==> config.mk <==
export PLATFORM = sky130hd
export DESIGN_NAME = spi_subsys
export DESIGN_NICKNAME = d
export VERILOG_FILES = /design/src/rtl/spi_pkg.sv /design/src/rtl/sync_fifo.sv /design/src/rtl/apb_spi_regs.sv /design/src/rtl/spi_master.sv /design/src/rtl/spi_subsys.sv
export SDC_FILE = /design/constraint.sdc
export NUM_CORES = 1
export LEC_CHECK = 0
export BUFFER_PORTS_ARGS = -buffer_cell sky130_fd_sc_hd__buf_2
export CAP_MARGIN = 20
export CORE_MARGIN = 3
export CORE_UTILIZATION = 32
export CTS_BUF_LIST = sky130_fd_sc_hd__clkbuf_4 sky130_fd_sc_hd__clkbuf_8
export DETAILED_ROUTE_END_ITERATION = 8
export GPL_TIMING_DRIVEN = 0
export PLACE_DENSITY_LB_ADDON = 0.2
export SLEW_MARGIN = 10
export SYNTH_ARGS = -nofsm -noshare
export SYNTH_HDL_FRONTEND = slang
export SYNTH_SLANG_ARGS = --single-unit
==> constraint.sdc <==
create_clock -name clk -period 3.69 [get_ports clk]
set_clock_uncertainty 0.2 [all_clocks]
set_input_delay 0.738 -clock clk [delete_from_list [all_inputs] [get_ports clk]]
set_output_delay 0.738 -clock clk [all_outputs]
set_load 0.005 [all_outputs]
==> src/rtl/spi_pkg.sv <==
package spi_pkg;

   // frame width is fixed for the whole subsystem
   localparam int word_w = 8;

   // APB byte address width
   localparam int addr_w = 4;

   // one SPI data byte
   typedef logic [word_w-1:0] word_t;

   // APB byte address
   typedef logic [addr_w-1:0] apb_addr_t;

   // occupancy flags, one set per FIFO
   typedef struct packed {
      logic full;
      logic empty;
   } fifo_flags_t;

   // SPI engine phases
   typedef enum logic [2:0] {
      idle,
      lead,
      drive,
      sample,
      trail
   } spi_state_t;

   // register map
   localparam apb_addr_t status_addr = 4'h0;
   localparam apb_addr_t txdata_addr = 4'h4;
   localparam apb_addr_t rxdata_addr = 4'h8;

endpackage

==> src/rtl/sync_fifo.sv <==
`timescale 1ns/10ps

module sync_fifo import spi_pkg::*; #(
   parameter int fifo_depth = 4
) (
   input  logic        clk,
   input  logic        rst,
   input  logic        push,
   input  word_t       wdata,
   input  logic        pop,
   output word_t       rdata,
   output fifo_flags_t flags
);

   localparam int ptr_w = (fifo_depth > 1) ? $clog2(fifo_depth) : 1;
   localparam int cnt_w = $clog2(fifo_depth + 1);

   typedef logic [ptr_w-1:0] ptr_t;
   typedef logic [cnt_w-1:0] cnt_t;

   word_t mem [fifo_depth];
   ptr_t  wr_ptr;
   ptr_t  rd_ptr;
   cnt_t  count;
   logic  do_push;
   logic  do_pop;

   // wrap at the last slot
   function automatic ptr_t next_ptr(input ptr_t ptr);
      if (ptr == ptr_t'(fifo_depth - 1)) begin
         return '0;
      end
      return ptr + ptr_t'(1);
   endfunction

   // requests against a full or empty buffer are dropped
   assign do_push = push && !flags.full;
   assign do_pop  = pop && !flags.empty;

   always_ff @(posedge clk) begin
      if (rst) begin
         wr_ptr <= '0;
         rd_ptr <= '0;
         count  <= '0;
      end else begin
         if (do_push) begin
            wr_ptr <= next_ptr(wr_ptr);
         end
         if (do_pop) begin
            rd_ptr <= next_ptr(rd_ptr);
         end
         case ({do_push, do_pop})
            2'b10:   count <= count + cnt_t'(1);
            2'b01:   count <= count - cnt_t'(1);
            default: count <= count;
         endcase
      end
   end

   // storage
   always_ff @(posedge clk) begin
      if (do_push) begin
         mem[wr_ptr] <= wdata;
      end
   end

   // head of queue is visible without a pop
   assign rdata = mem[rd_ptr];

   assign flags.full  = (count == cnt_t'(fifo_depth));
   assign flags.empty = (count == '0);

endmodule

==> src/rtl/apb_spi_regs.sv <==
`timescale 1ns/10ps

module apb_spi_regs import spi_pkg::*; (
   input  logic        clk,
   input  logic        rst,

   // APB slave
   input  logic        psel,
   input  logic        penable,
   input  logic        pwrite,
   input  apb_addr_t   paddr,
   input  word_t       pwdata,
   output word_t       prdata,
   output logic        pready,
   output logic        pslverr,

   // transmit FIFO write side
   output logic        tx_push,
   output word_t       tx_wdata,
   input  fifo_flags_t tx_flags,

   // receive FIFO read side
   output logic        rx_pop,
   input  word_t       rx_rdata,
   input  fifo_flags_t rx_flags,

   // engine activity
   input  logic        busy
);

   logic  setup_q;
   logic  access;
   logic  wr_access;
   logic  rd_access;
   logic  sel_status;
   logic  sel_tx;
   logic  sel_rx;
   logic  tx_overflow;
   logic  rx_underflow;
   word_t status_word;

   // a setup cycle was seen just before this one
   always_ff @(posedge clk) begin
      if (rst) begin
         setup_q <= 1'b0;
      end else begin
         setup_q <= psel && !penable;
      end
   end

   // access phase lasts one cycle, no wait states
   assign access    = psel && penable && setup_q;
   assign wr_access = access && pwrite;
   assign rd_access = access && !pwrite;

   // address decode
   assign sel_status = (paddr == status_addr);
   assign sel_tx     = (paddr == txdata_addr);
   assign sel_rx     = (paddr == rxdata_addr);

   // error cases, only on the data registers
   assign tx_overflow  = wr_access && sel_tx && tx_flags.full;
   assign rx_underflow = rd_access && sel_rx && rx_flags.empty;

   // byte goes straight into the TX FIFO
   assign tx_push  = wr_access && sel_tx && !tx_flags.full;
   assign tx_wdata = pwdata;

   // reading RXDATA consumes the head entry
   assign rx_pop = rd_access && sel_rx && !rx_flags.empty;

   // status layout, upper bits stay zero
   always_comb begin
      status_word    = '0;
      status_word[0] = tx_flags.empty;
      status_word[1] = tx_flags.full;
      status_word[2] = rx_flags.empty;
      status_word[3] = rx_flags.full;
      status_word[4] = busy;
   end

   // read mux
   always_comb begin
      prdata = '0;
      if (rd_access) begin
         if (sel_status) begin
            prdata = status_word;
         end else if (sel_rx && !rx_flags.empty) begin
            prdata = rx_rdata;
         end
      end
   end

   assign pslverr = tx_overflow || rx_underflow;
   assign pready  = 1'b1;

endmodule

==> src/rtl/spi_master.sv <==
`timescale 1ns/10ps

module spi_master import spi_pkg::*; #(
   parameter int spi_mode = 0,
   parameter int clk_div  = 3
) (
   input  logic        clk,
   input  logic        rst,

   // transmit FIFO read side
   input  word_t       tx_rdata,
   input  fifo_flags_t tx_flags,
   output logic        tx_pop,

   // receive FIFO write side
   output word_t       rx_wdata,
   input  fifo_flags_t rx_flags,
   output logic        rx_push,

   output logic        busy,

   // SPI bus
   output logic        sclk,
   output logic        cs,
   output logic        sdo,
   input  logic        sdi
);

   localparam int div_w   = (clk_div > 0) ? $clog2(clk_div + 1) : 1;
   localparam int bit_w   = $clog2(word_w);
   localparam int mid_cnt = clk_div / 2;

   typedef logic [div_w-1:0] div_t;
   typedef logic [bit_w-1:0] bit_t;

   spi_state_t state_reg;
   spi_state_t state_nxt;
   div_t       div_reg;
   div_t       div_nxt;
   bit_t       bit_reg;
   bit_t       bit_nxt;
   word_t      tx_sreg;
   word_t      tx_sreg_nxt;
   word_t      rx_sreg;
   word_t      rx_sreg_nxt;
   logic       cs_reg;
   logic       cs_nxt;
   logic       sclk_reg;
   logic       sclk_nxt;
   logic       cpol;
   logic       cpha;
   logic       phase_end;
   logic       mid_sample;
   logic       frame_ready;
   logic       start;
   logic       active_clk;

   // mode decoder
   always_comb begin
      case (spi_mode)
         1: begin
            cpol = 1'b0;
            cpha = 1'b1;
         end
         2: begin
            cpol = 1'b1;
            cpha = 1'b0;
         end
         3: begin
            cpol = 1'b1;
            cpha = 1'b1;
         end
         default: begin
            cpol = 1'b0;
            cpha = 1'b0;
         end
      endcase
   end

   // each phase is clk_div+1 cycles long
   assign phase_end  = (div_reg == div_t'(clk_div));
   assign mid_sample = (state_reg == sample) && (div_reg == div_t'(mid_cnt));

   // back-pressure: never start a byte that has nowhere to land
   assign frame_ready = !tx_flags.empty && !rx_flags.full;
   assign start       = frame_ready &&
                        ((state_reg == idle) || ((state_reg == trail) && phase_end));

   assign tx_pop  = start;
   assign rx_push = (state_reg == sample) && phase_end && (bit_reg == bit_t'(word_w - 1));

   // last bit may be captured on the push cycle itself when clk_div is 0
   assign rx_wdata = mid_sample ? {rx_sreg[word_w-2:0], sdi} : rx_sreg;

   always_comb begin
      state_nxt   = state_reg;
      div_nxt     = phase_end ? '0 : div_reg + div_t'(1);
      bit_nxt     = bit_reg;
      tx_sreg_nxt = tx_sreg;
      rx_sreg_nxt = rx_sreg;
      cs_nxt      = cs_reg;

      if (mid_sample) begin
         rx_sreg_nxt = {rx_sreg[word_w-2:0], sdi};
      end

      case (state_reg)
         idle: begin
            div_nxt = '0;
            if (start) begin
               state_nxt   = lead;
               bit_nxt     = '0;
               tx_sreg_nxt = tx_rdata;
               cs_nxt      = 1'b0;
            end
         end
         lead: begin
            if (phase_end) begin
               state_nxt = drive;
            end
         end
         drive: begin
            if (phase_end) begin
               state_nxt = sample;
            end
         end
         sample: begin
            if (phase_end) begin
               if (bit_reg == bit_t'(word_w - 1)) begin
                  state_nxt = trail;
                  bit_nxt   = '0;
               end else begin
                  // next bit onto sdo
                  state_nxt   = drive;
                  bit_nxt     = bit_reg + bit_t'(1);
                  tx_sreg_nxt = {tx_sreg[word_w-2:0], 1'b0};
               end
            end
         end
         trail: begin
            if (phase_end) begin
               if (start) begin
                  // back-to-back frame keeps cs low
                  state_nxt   = lead;
                  tx_sreg_nxt = tx_rdata;
               end else begin
                  state_nxt = idle;
                  cs_nxt    = 1'b1;
               end
            end
         end
         default: begin
            state_nxt = idle;
            cs_nxt    = 1'b1;
         end
      endcase
   end

   // look-ahead on the next phase keeps sclk registered
   assign active_clk = ((state_nxt == drive) && cpha) || ((state_nxt == sample) && !cpha);
   assign sclk_nxt   = cpol ^ active_clk;

   always_ff @(posedge clk) begin
      if (rst) begin
         state_reg <= idle;
         div_reg   <= '0;
         bit_reg   <= '0;
         cs_reg    <= 1'b1;
         sclk_reg  <= cpol;
      end else begin
         state_reg <= state_nxt;
         div_reg   <= div_nxt;
         bit_reg   <= bit_nxt;
         cs_reg    <= cs_nxt;
         sclk_reg  <= sclk_nxt;
      end
   end

   // shift registers
   always_ff @(posedge clk) begin
      tx_sreg <= tx_sreg_nxt;
      rx_sreg <= rx_sreg_nxt;
   end

   assign cs   = cs_reg;
   assign sclk = sclk_reg;
   assign sdo  = tx_sreg[word_w-1];
   assign busy = (state_reg != idle);

endmodule

==> src/rtl/spi_subsys.sv <==
`timescale 1ns/10ps

module spi_subsys import spi_pkg::*; #(
   parameter int fifo_depth = 4,
   parameter int spi_mode   = 0,
   parameter int clk_div    = 3
) (
   input  logic      clk,
   input  logic      rst,

   // APB slave
   input  logic      psel,
   input  logic      penable,
   input  logic      pwrite,
   input  apb_addr_t paddr,
   input  word_t     pwdata,
   output word_t     prdata,
   output logic      pready,
   output logic      pslverr,

   // SPI bus
   output logic      sclk,
   output logic      cs,
   output logic      sdo,
   input  logic      sdi
);

   // transmit path
   logic        tx_push;
   word_t       tx_wdata;
   logic        tx_pop;
   word_t       tx_rdata;
   fifo_flags_t tx_flags;

   // receive path
   logic        rx_push;
   word_t       rx_wdata;
   logic        rx_pop;
   word_t       rx_rdata;
   fifo_flags_t rx_flags;

   logic        busy;

   apb_spi_regs u_regs (
      .clk      (clk),
      .rst      (rst),
      .psel     (psel),
      .penable  (penable),
      .pwrite   (pwrite),
      .paddr    (paddr),
      .pwdata   (pwdata),
      .prdata   (prdata),
      .pready   (pready),
      .pslverr  (pslverr),
      .tx_push  (tx_push),
      .tx_wdata (tx_wdata),
      .tx_flags (tx_flags),
      .rx_pop   (rx_pop),
      .rx_rdata (rx_rdata),
      .rx_flags (rx_flags),
      .busy     (busy)
   );

   // CPU to engine
   sync_fifo #(
      .fifo_depth (fifo_depth)
   ) u_tx_fifo (
      .clk   (clk),
      .rst   (rst),
      .push  (tx_push),
      .wdata (tx_wdata),
      .pop   (tx_pop),
      .rdata (tx_rdata),
      .flags (tx_flags)
   );

   // engine to CPU
   sync_fifo #(
      .fifo_depth (fifo_depth)
   ) u_rx_fifo (
      .clk   (clk),
      .rst   (rst),
      .push  (rx_push),
      .wdata (rx_wdata),
      .pop   (rx_pop),
      .rdata (rx_rdata),
      .flags (rx_flags)
   );

   spi_master #(
      .spi_mode (spi_mode),
      .clk_div  (clk_div)
   ) u_master (
      .clk      (clk),
      .rst      (rst),
      .tx_rdata (tx_rdata),
      .tx_flags (tx_flags),
      .tx_pop   (tx_pop),
      .rx_wdata (rx_wdata),
      .rx_flags (rx_flags),
      .rx_push  (rx_push),
      .busy     (busy),
      .sclk     (sclk),
      .cs       (cs),
      .sdo      (sdo),
      .sdi      (sdi)
   );

endmodule

======== Word level (Yosys, flattened, before mapping) ========
Memories as Yosys holds them, arrays and structs flattened. A register that Yosys moved wholly into a read port is not among the register bits.
Index checks and enable logic that the tools add are counted.
storage, ports and cells
  logic and storage cells ................. 151
  memories kept ........................... 2
  input port bits ......................... 18
  memory bits (writable) .................. 64
  output and inout bits ................... 13
  bits in registers ....................... 41
  latch bits .............................. 0
  memory bits (read-only) ................. 0
memories
  memory         words  width  rd ports  clocked after memory_dff  write ports  RTL line         RTL
  u_rx_fifo.mem  4      8      1         1                         1            sync_fifo.sv:21  word_t mem [fifo_depth];
  u_tx_fifo.mem  4      8      1         1                         1            sync_fifo.sv:21
cells by class
  $add $sub $neg .......................... 10
  muxes and demuxes ....................... 55
  bitwise gates (word level) .............. 1
  shift-type cells ........................ 0
  equality and inequality tests ........... 25
  multiply operators ...................... 0
  reductions and logical operators ........ 44
  div/mod/pow operators ................... 0
  $lt $le $gt $ge ......................... 0
operator list
  operator             count
  $mux 8               8
  $mux 3               9
  $mux 2               12
  $pmux 8 s3           1
  $logic_and 1x1->1    22
  $mux 1               20
  $pmux 3 s2           3
  $pmux 3 s5           1
  $eq 2x2->1 const B   7
  $eq 3x3->1 const B   4
  $add 2x1->2 const B  5
  $add 3x1->3 const B  3
  $eq 3x2->1 const B   3
  $logic_not 3->1      3
  $reduce_and 4->1     2
  $eq 2x1->1 const B   3
  $logic_not 1->1      6
  $ne 2x2->1 const B   3
  $reduce_bool 2->1    3
  $reduce_bool 3->1    2
  $reduce_or 3->1      2
  $sub 3x1->3 const B  2
  $eq 4x3->1 const B   1
  $eq 4x4->1 const B   1
  other kinds (7)      9

======== Depth between registers and ports, before layout ========
  depth after elaboration ................. 11
  depth in mapped cells ................... 11
  depth with buffers taken out ............ 11

======== Hierarchy ========
A second synthesis with hierarchy kept.
unflattened totals
  cells, all modules ...................... 342
  area, all modules ....................... 4818.4 um^2
by module, submodules not included
  module        seq. area each (um^2)  area an instance (um^2)  cells an instance  instances
  sync_fifo     1141.1                 1647.8                   96                 2
  spi_master    600.6                  1157.4                   104                1
  apb_spi_regs  20.0                   365.4                    46                 1

======== Least setup slack after synthesis ========
OpenSTA, ideal clock, no wires.
  path type ............................... input to register
  start ................................... input paddr[1]
  end ..................................... register u_rx_fifo.count[2]
  data required time ...................... 3.419 ns
  arrival ................................. 2.700 ns
  stages on the path ...................... 8
  slack ................................... 0.719 ns
  cell sequence ........................... or4b_4 nor3_2 ha_1 inv_1 fa_1 xor2_1 or3_1 a21oi_1
between the ends
  cells in the longest elaborated chain, start to end .. 6
RTL lines
  item                                                    RTL line            RTL
  from (decl)                                             spi_subsys.sv:15    input apb_addr_t paddr,
  $eq 4x4->1 (*)                                          apb_spi_regs.sv:59  assign sel_rx = (paddr == rxdata_addr);
  $logic_and 1x1->1 (*) (2 in series)                     apb_spi_regs.sv:70  assign rx_pop = rd_access && sel_rx && !rx_flags.empty;
  $logic_and 1x1->1 (*)                                   sync_fifo.sv:38     assign do_pop = pop && !flags.empty;
  $eq 2x1->1 / $eq 2x2->1 (equally long branches)         sync_fifo.sv:52     case ({do_push, do_pop})
  $pmux 3 s2 / $reduce_bool 2->1 (equally long branches)  n/a
  to (signal assigned)                                    sync_fifo.sv:53     2'b10: count <= count + cnt_t'(1);
  to (signal assigned)                                    sync_fifo.sv:54     2'b01: count <= count - cnt_t'(1);
  to (signal assigned)                                    sync_fifo.sv:55     default: count <= count;
  to (decl)                                               sync_fifo.sv:24     cnt_t count;
Mark *: on every way between the ends. The rest lies on a longest branch, timed or not.
A chain may end at the register's enable or synchronous reset.

======== Final worst setup path ========
  start ................................... register u_master.div_reg[0]
  end ..................................... register u_tx_fifo.count[2]
between the ends
  cells in the longest elaborated chain, start to end .. 7
RTL lines
  item                                                    RTL line           RTL
  from (decl)                                             spi_master.sv:38   div_t div_reg;
  from (signal assigned)                                  spi_master.sv:172  div_reg <= div_nxt;
  $eq 2x2->1 (*)                                          spi_master.sv:81   assign phase_end = (div_reg == div_t'(clk_div));
  $logic_and 1x1->1 (*)                                   spi_master.sv:87   ((state_reg == idle) || ((state_reg == trail) && phase_end));
  $logic_or 1x1->1 (*)                                    spi_master.sv:87
  $logic_and 1x1->1 (*)                                   spi_master.sv:86   assign start = frame_ready &&
  $logic_and 1x1->1 (*)                                   sync_fifo.sv:38
  $eq 2x1->1 / $eq 2x2->1 (equally long branches)         sync_fifo.sv:52
  $pmux 3 s2 / $reduce_bool 2->1 (equally long branches)  n/a
  to (signal assigned)                                    sync_fifo.sv:53
  to (signal assigned)                                    sync_fifo.sv:54
  to (signal assigned)                                    sync_fifo.sv:55
  to (decl)                                               sync_fifo.sv:24
Marked as above.

==> impl_metrics.csv <==
group,metric,value,unit
worst_setup_path,required,3.81,ns
floorplanning,core,14000,um^2
power,cellLeakagePower,1.82,nW
run_status,status,"complete, no violations",
worst_setup_path,worst_path_max_delay_cell,"dfxtp_1",
finish,drive_gt1_share,22.6,%
worst_setup_path,worstSetupPathType,"register to register",
sta,worstMarginPinSlew,0.891,ns
floorplanning,rows,43,
clock_tree,cts.clk_slew.worst_paths,0.11,ns
synth,synth_cell_types,51,
placement,place_congestion,0.786,
grt,first_global_vias,2580,
worst_setup_path,crit_path_max_incr_delay,0.39,ns
sta,slew_headroom,40.1,%
power,seqPwrFrac,60.2,%
clock_tree,cts_buffer_depth,2,
clock_tree,cts.repair.resized,0,
route,viasPerCell,4.85,
clock_tree,htreeDepth,3,
clock_tree,cts_hold_buf,0,
sta,holdWs,0.279,ns
worst_setup_path,end_kind,"register",
sta,final-setup-viol-count,0,
synth,syn_nets,354,
placement,hpwlAfterDp,6010,um
worst_setup_path,crit_chain,"ha_1 -> clkbuf_1 -> nand2b_1 -> nand4_2 -> inv_2 -> ha_1 -> inv_1 -> fa_1 -> xor2_1 -> or3_1 -> a21oi_1",
worst_setup_path,worstSetupStartpointType,"register",
floorplanning,die-area,15900,um^2
synth,synth-edff-count,72,
finish,utilization,37.1,%
worst_setup_path,r2r_slack,0.62,ns
finish,top_regs,"u_rx_fifo.mem: 32 flops, u_tx_fifo.mem: 32 flops",
route,num_vias,2635,
synth,avgSynthCellArea,14.5,um^2
synth,ys_seq_area_share,62.8,%
power,switching_power,0.000565,W
grt,grt_use_total,11.3,%
finish,n_antenna_cell,0,
clock_tree,tritoncts,"done",
clock_tree,worstSkewPairLatency,0.38,ns
floorplanning,initial_core_util,33.1,%
power,p_clk_share,31.7,%
finish,area_delta_synth_final,12.1,%
route,final_antenna_net_count,0,
power,combinationalPowerShare,8.1,%
worst_setup_path,arrival,3.20,ns
sta,drv_slew,0,
power,powerDensity,433,nW/um^2
synth,yosys_register_bits,109,
sta,finalSetupTns,0,ns
route,drcViolationCount,0,
synth,syn_inst,318,
synth,ys.flop_type,"edfxtp_1",
route,drt_wl_total,8550,um
power,vdd_drop_max,0.213,mV
sta,min_period,3.07,ns
grt,grt_max_degree,21,
hold_path,hold_class,"register to register",
grt,grt_first_pass_wirelength,13800,um
floorplanning,die_y,126,um
sta,max_freq,325,MHz
clock_tree,cts_setup_buffers,0,
synth,netlist_area,4630,um^2
route,detail_route.first_pass.iterations,4,
finish,fill_cells,1347,
floorplanning,boundaryPins,31,
power,p_int,0.00168,W
worst_setup_path,path_common_cell,"ha_1",
placement,post-place-ws,0.325,ns
grt,grt_remaining_overflow,0,
worst_setup_path,path_max_fanout,10,
worst_setup_path,cp.buffers_inverters,3,
grt,antenna_found_initial,0,
placement,io_buffers,29,
finish,nNetsFinal,394,
clock_tree,clock_sinks,109,
clock_tree,root_buffer,"clkbuf_8",
synth,yosys_warnings,0,
route,post_drt_wl_per_cell,15.7,um
sta,rsz0062_at_grt,"false",
sta,fin_crit_sh,83.3,%
sta,final_hold_viol_count,0,
clock_tree,numCtsBuffers,9,
synth,async_reset_ff_share,0,%
route,drt-initial-drc-count,156,
job,maxCapViolCount,0,
power,swShare,25.2,%
floorplanning,die_w,126,um
worst_setup_path,crit_family,"adder cells",
sta,finalWorstSetupSlack,0.617,ns
[cell usage in the layout (no fill, tap or decap), types with 10 or more instances in the layout]
cell / count
a21oi_1: 14
and2_1: 11
buf_2: 32
dfxtp_1: 37
edfxtp_1: 72
ha_1: 16
inv_1: 16
mux2_2: 10
mux4_2: 16
nor2_1: 17
[kinds of logic (layout without fill, tap and decap cells)]
| kind of cell | Yosys count | after routing | synth area share [%] |
|---|---|---|---|
| flops | 109 | 109 | 62.8 |
| simple gates | 87 | 87 | 11.7 |
| compound gates | 39 | 39 | 5.95 |
| buf+inv | 31 | 76 | 2.68 |
| mux | 29 | 29 | 10.9 |
| fa+ha+maj | 18 | 18 | 5.19 |
| xor+xnor | 4 | 4 | 0.757 |
| other cells | 1 | 1 | 0.0811 |
[stage by stage]
stage,std cells,area (um^2),power [W]
floorplan,318,4630,0.00150
global placement,527,5000,0.00156
detailed placement,527,5000,0.00156
CTS,543,5180,0.00227
global route,543,5180,0.00235
finish,543,5180,0.00224
[power by group through the flow]
stage | clock network, W | logic [W] | registers [W]
6_report | 0.000711 | 0.000183 | 0.00135
5_1_grt | 0.000790 | 0.000205 | 0.00135
4_1_cts | 0.000738 | 0.000187 | 0.00135
3_5_place_dp | 0 | 0.000186 | 0.00138
3_3_place_gp | 0 | 0.000182 | 0.00138
2_1_floorplan | 0 | 0.000129 | 0.00137
[worst paths after layout]
kind                        from                  end  depth (start not counted)
max          u_master.div_reg[0]   u_tx_fifo.count[2]                         11
min          u_master.div_reg[0]  u_master.div_reg[0]                          1
max reg2reg  u_master.div_reg[0]   u_tx_fifo.count[2]                         11
min reg2reg  u_master.div_reg[0]  u_master.div_reg[0]                          1
[cell type report]
| type | instances | area, um^2 | share of cell area [%] |
|---|---|---|---|
| flip-flops and latches | 109 | 2900 | 56.0 |
| plain buffers | 14 | 60.1 | 1.16 |
| repair buffers | 29 | 145 | 2.80 |
| clock buffers | 9 | 124 | 2.39 |
| multi-input cells | 178 | 1600 | 30.8 |
| well taps | 180 | 225 | 4.34 |
| inverters | 17 | 63.8 | 1.23 |
| clock inverters | 7 | 65.1 | 1.25 |
[cell usage after synthesis, types with 2 or more instances]
cell type / instances / area (um^2)
clkbuf_1: 8 / 30.0
mux4_2: 16 / 360
buf_2: 3 / 15.0
inv_1: 16 / 60.1
buf_1: 2 / 7.51
fa_1: 2 / 40.0
a32o_1: 3 / 30.0
o21ai_0: 2 / 10.0
o32ai_1: 2 / 17.5
a21oi_1: 14 / 70.1
ha_1: 16 / 200
a32oi_1: 2 / 17.5
nor3b_1: 4 / 30.0
nor2_1: 17 / 63.8
edfxtp_1: 72 / 2160
xor2_1: 4 / 35.0
nor3_1: 9 / 45.0
a22o_1: 7 / 61.3
o31ai_1: 4 / 30.0
and2_1: 11 / 68.8
nand4_1: 5 / 31.3
nand3b_1: 3 / 22.5
and4b_1: 2 / 20.0
mux2i_1: 2 / 20.0
nand2_1: 9 / 33.8
dfxtp_1: 37 / 741
or3_1: 6 / 37.5
mux2_2: 10 / 113
nand2b_1: 5 / 31.3
nor4_1: 2 / 12.5
nor2b_1: 2 / 12.5
nand3_1: 2 / 10.0
[layer usage]
metal / global-route usage [%] / share of wire (%)
met4: 5.17 / 2.1
met2: 17.6 / 46
met5: 0 / 0
met3: 3.18 / 3.8
met1: 14.6 / 48
Power figures use the tool's default switching activity.
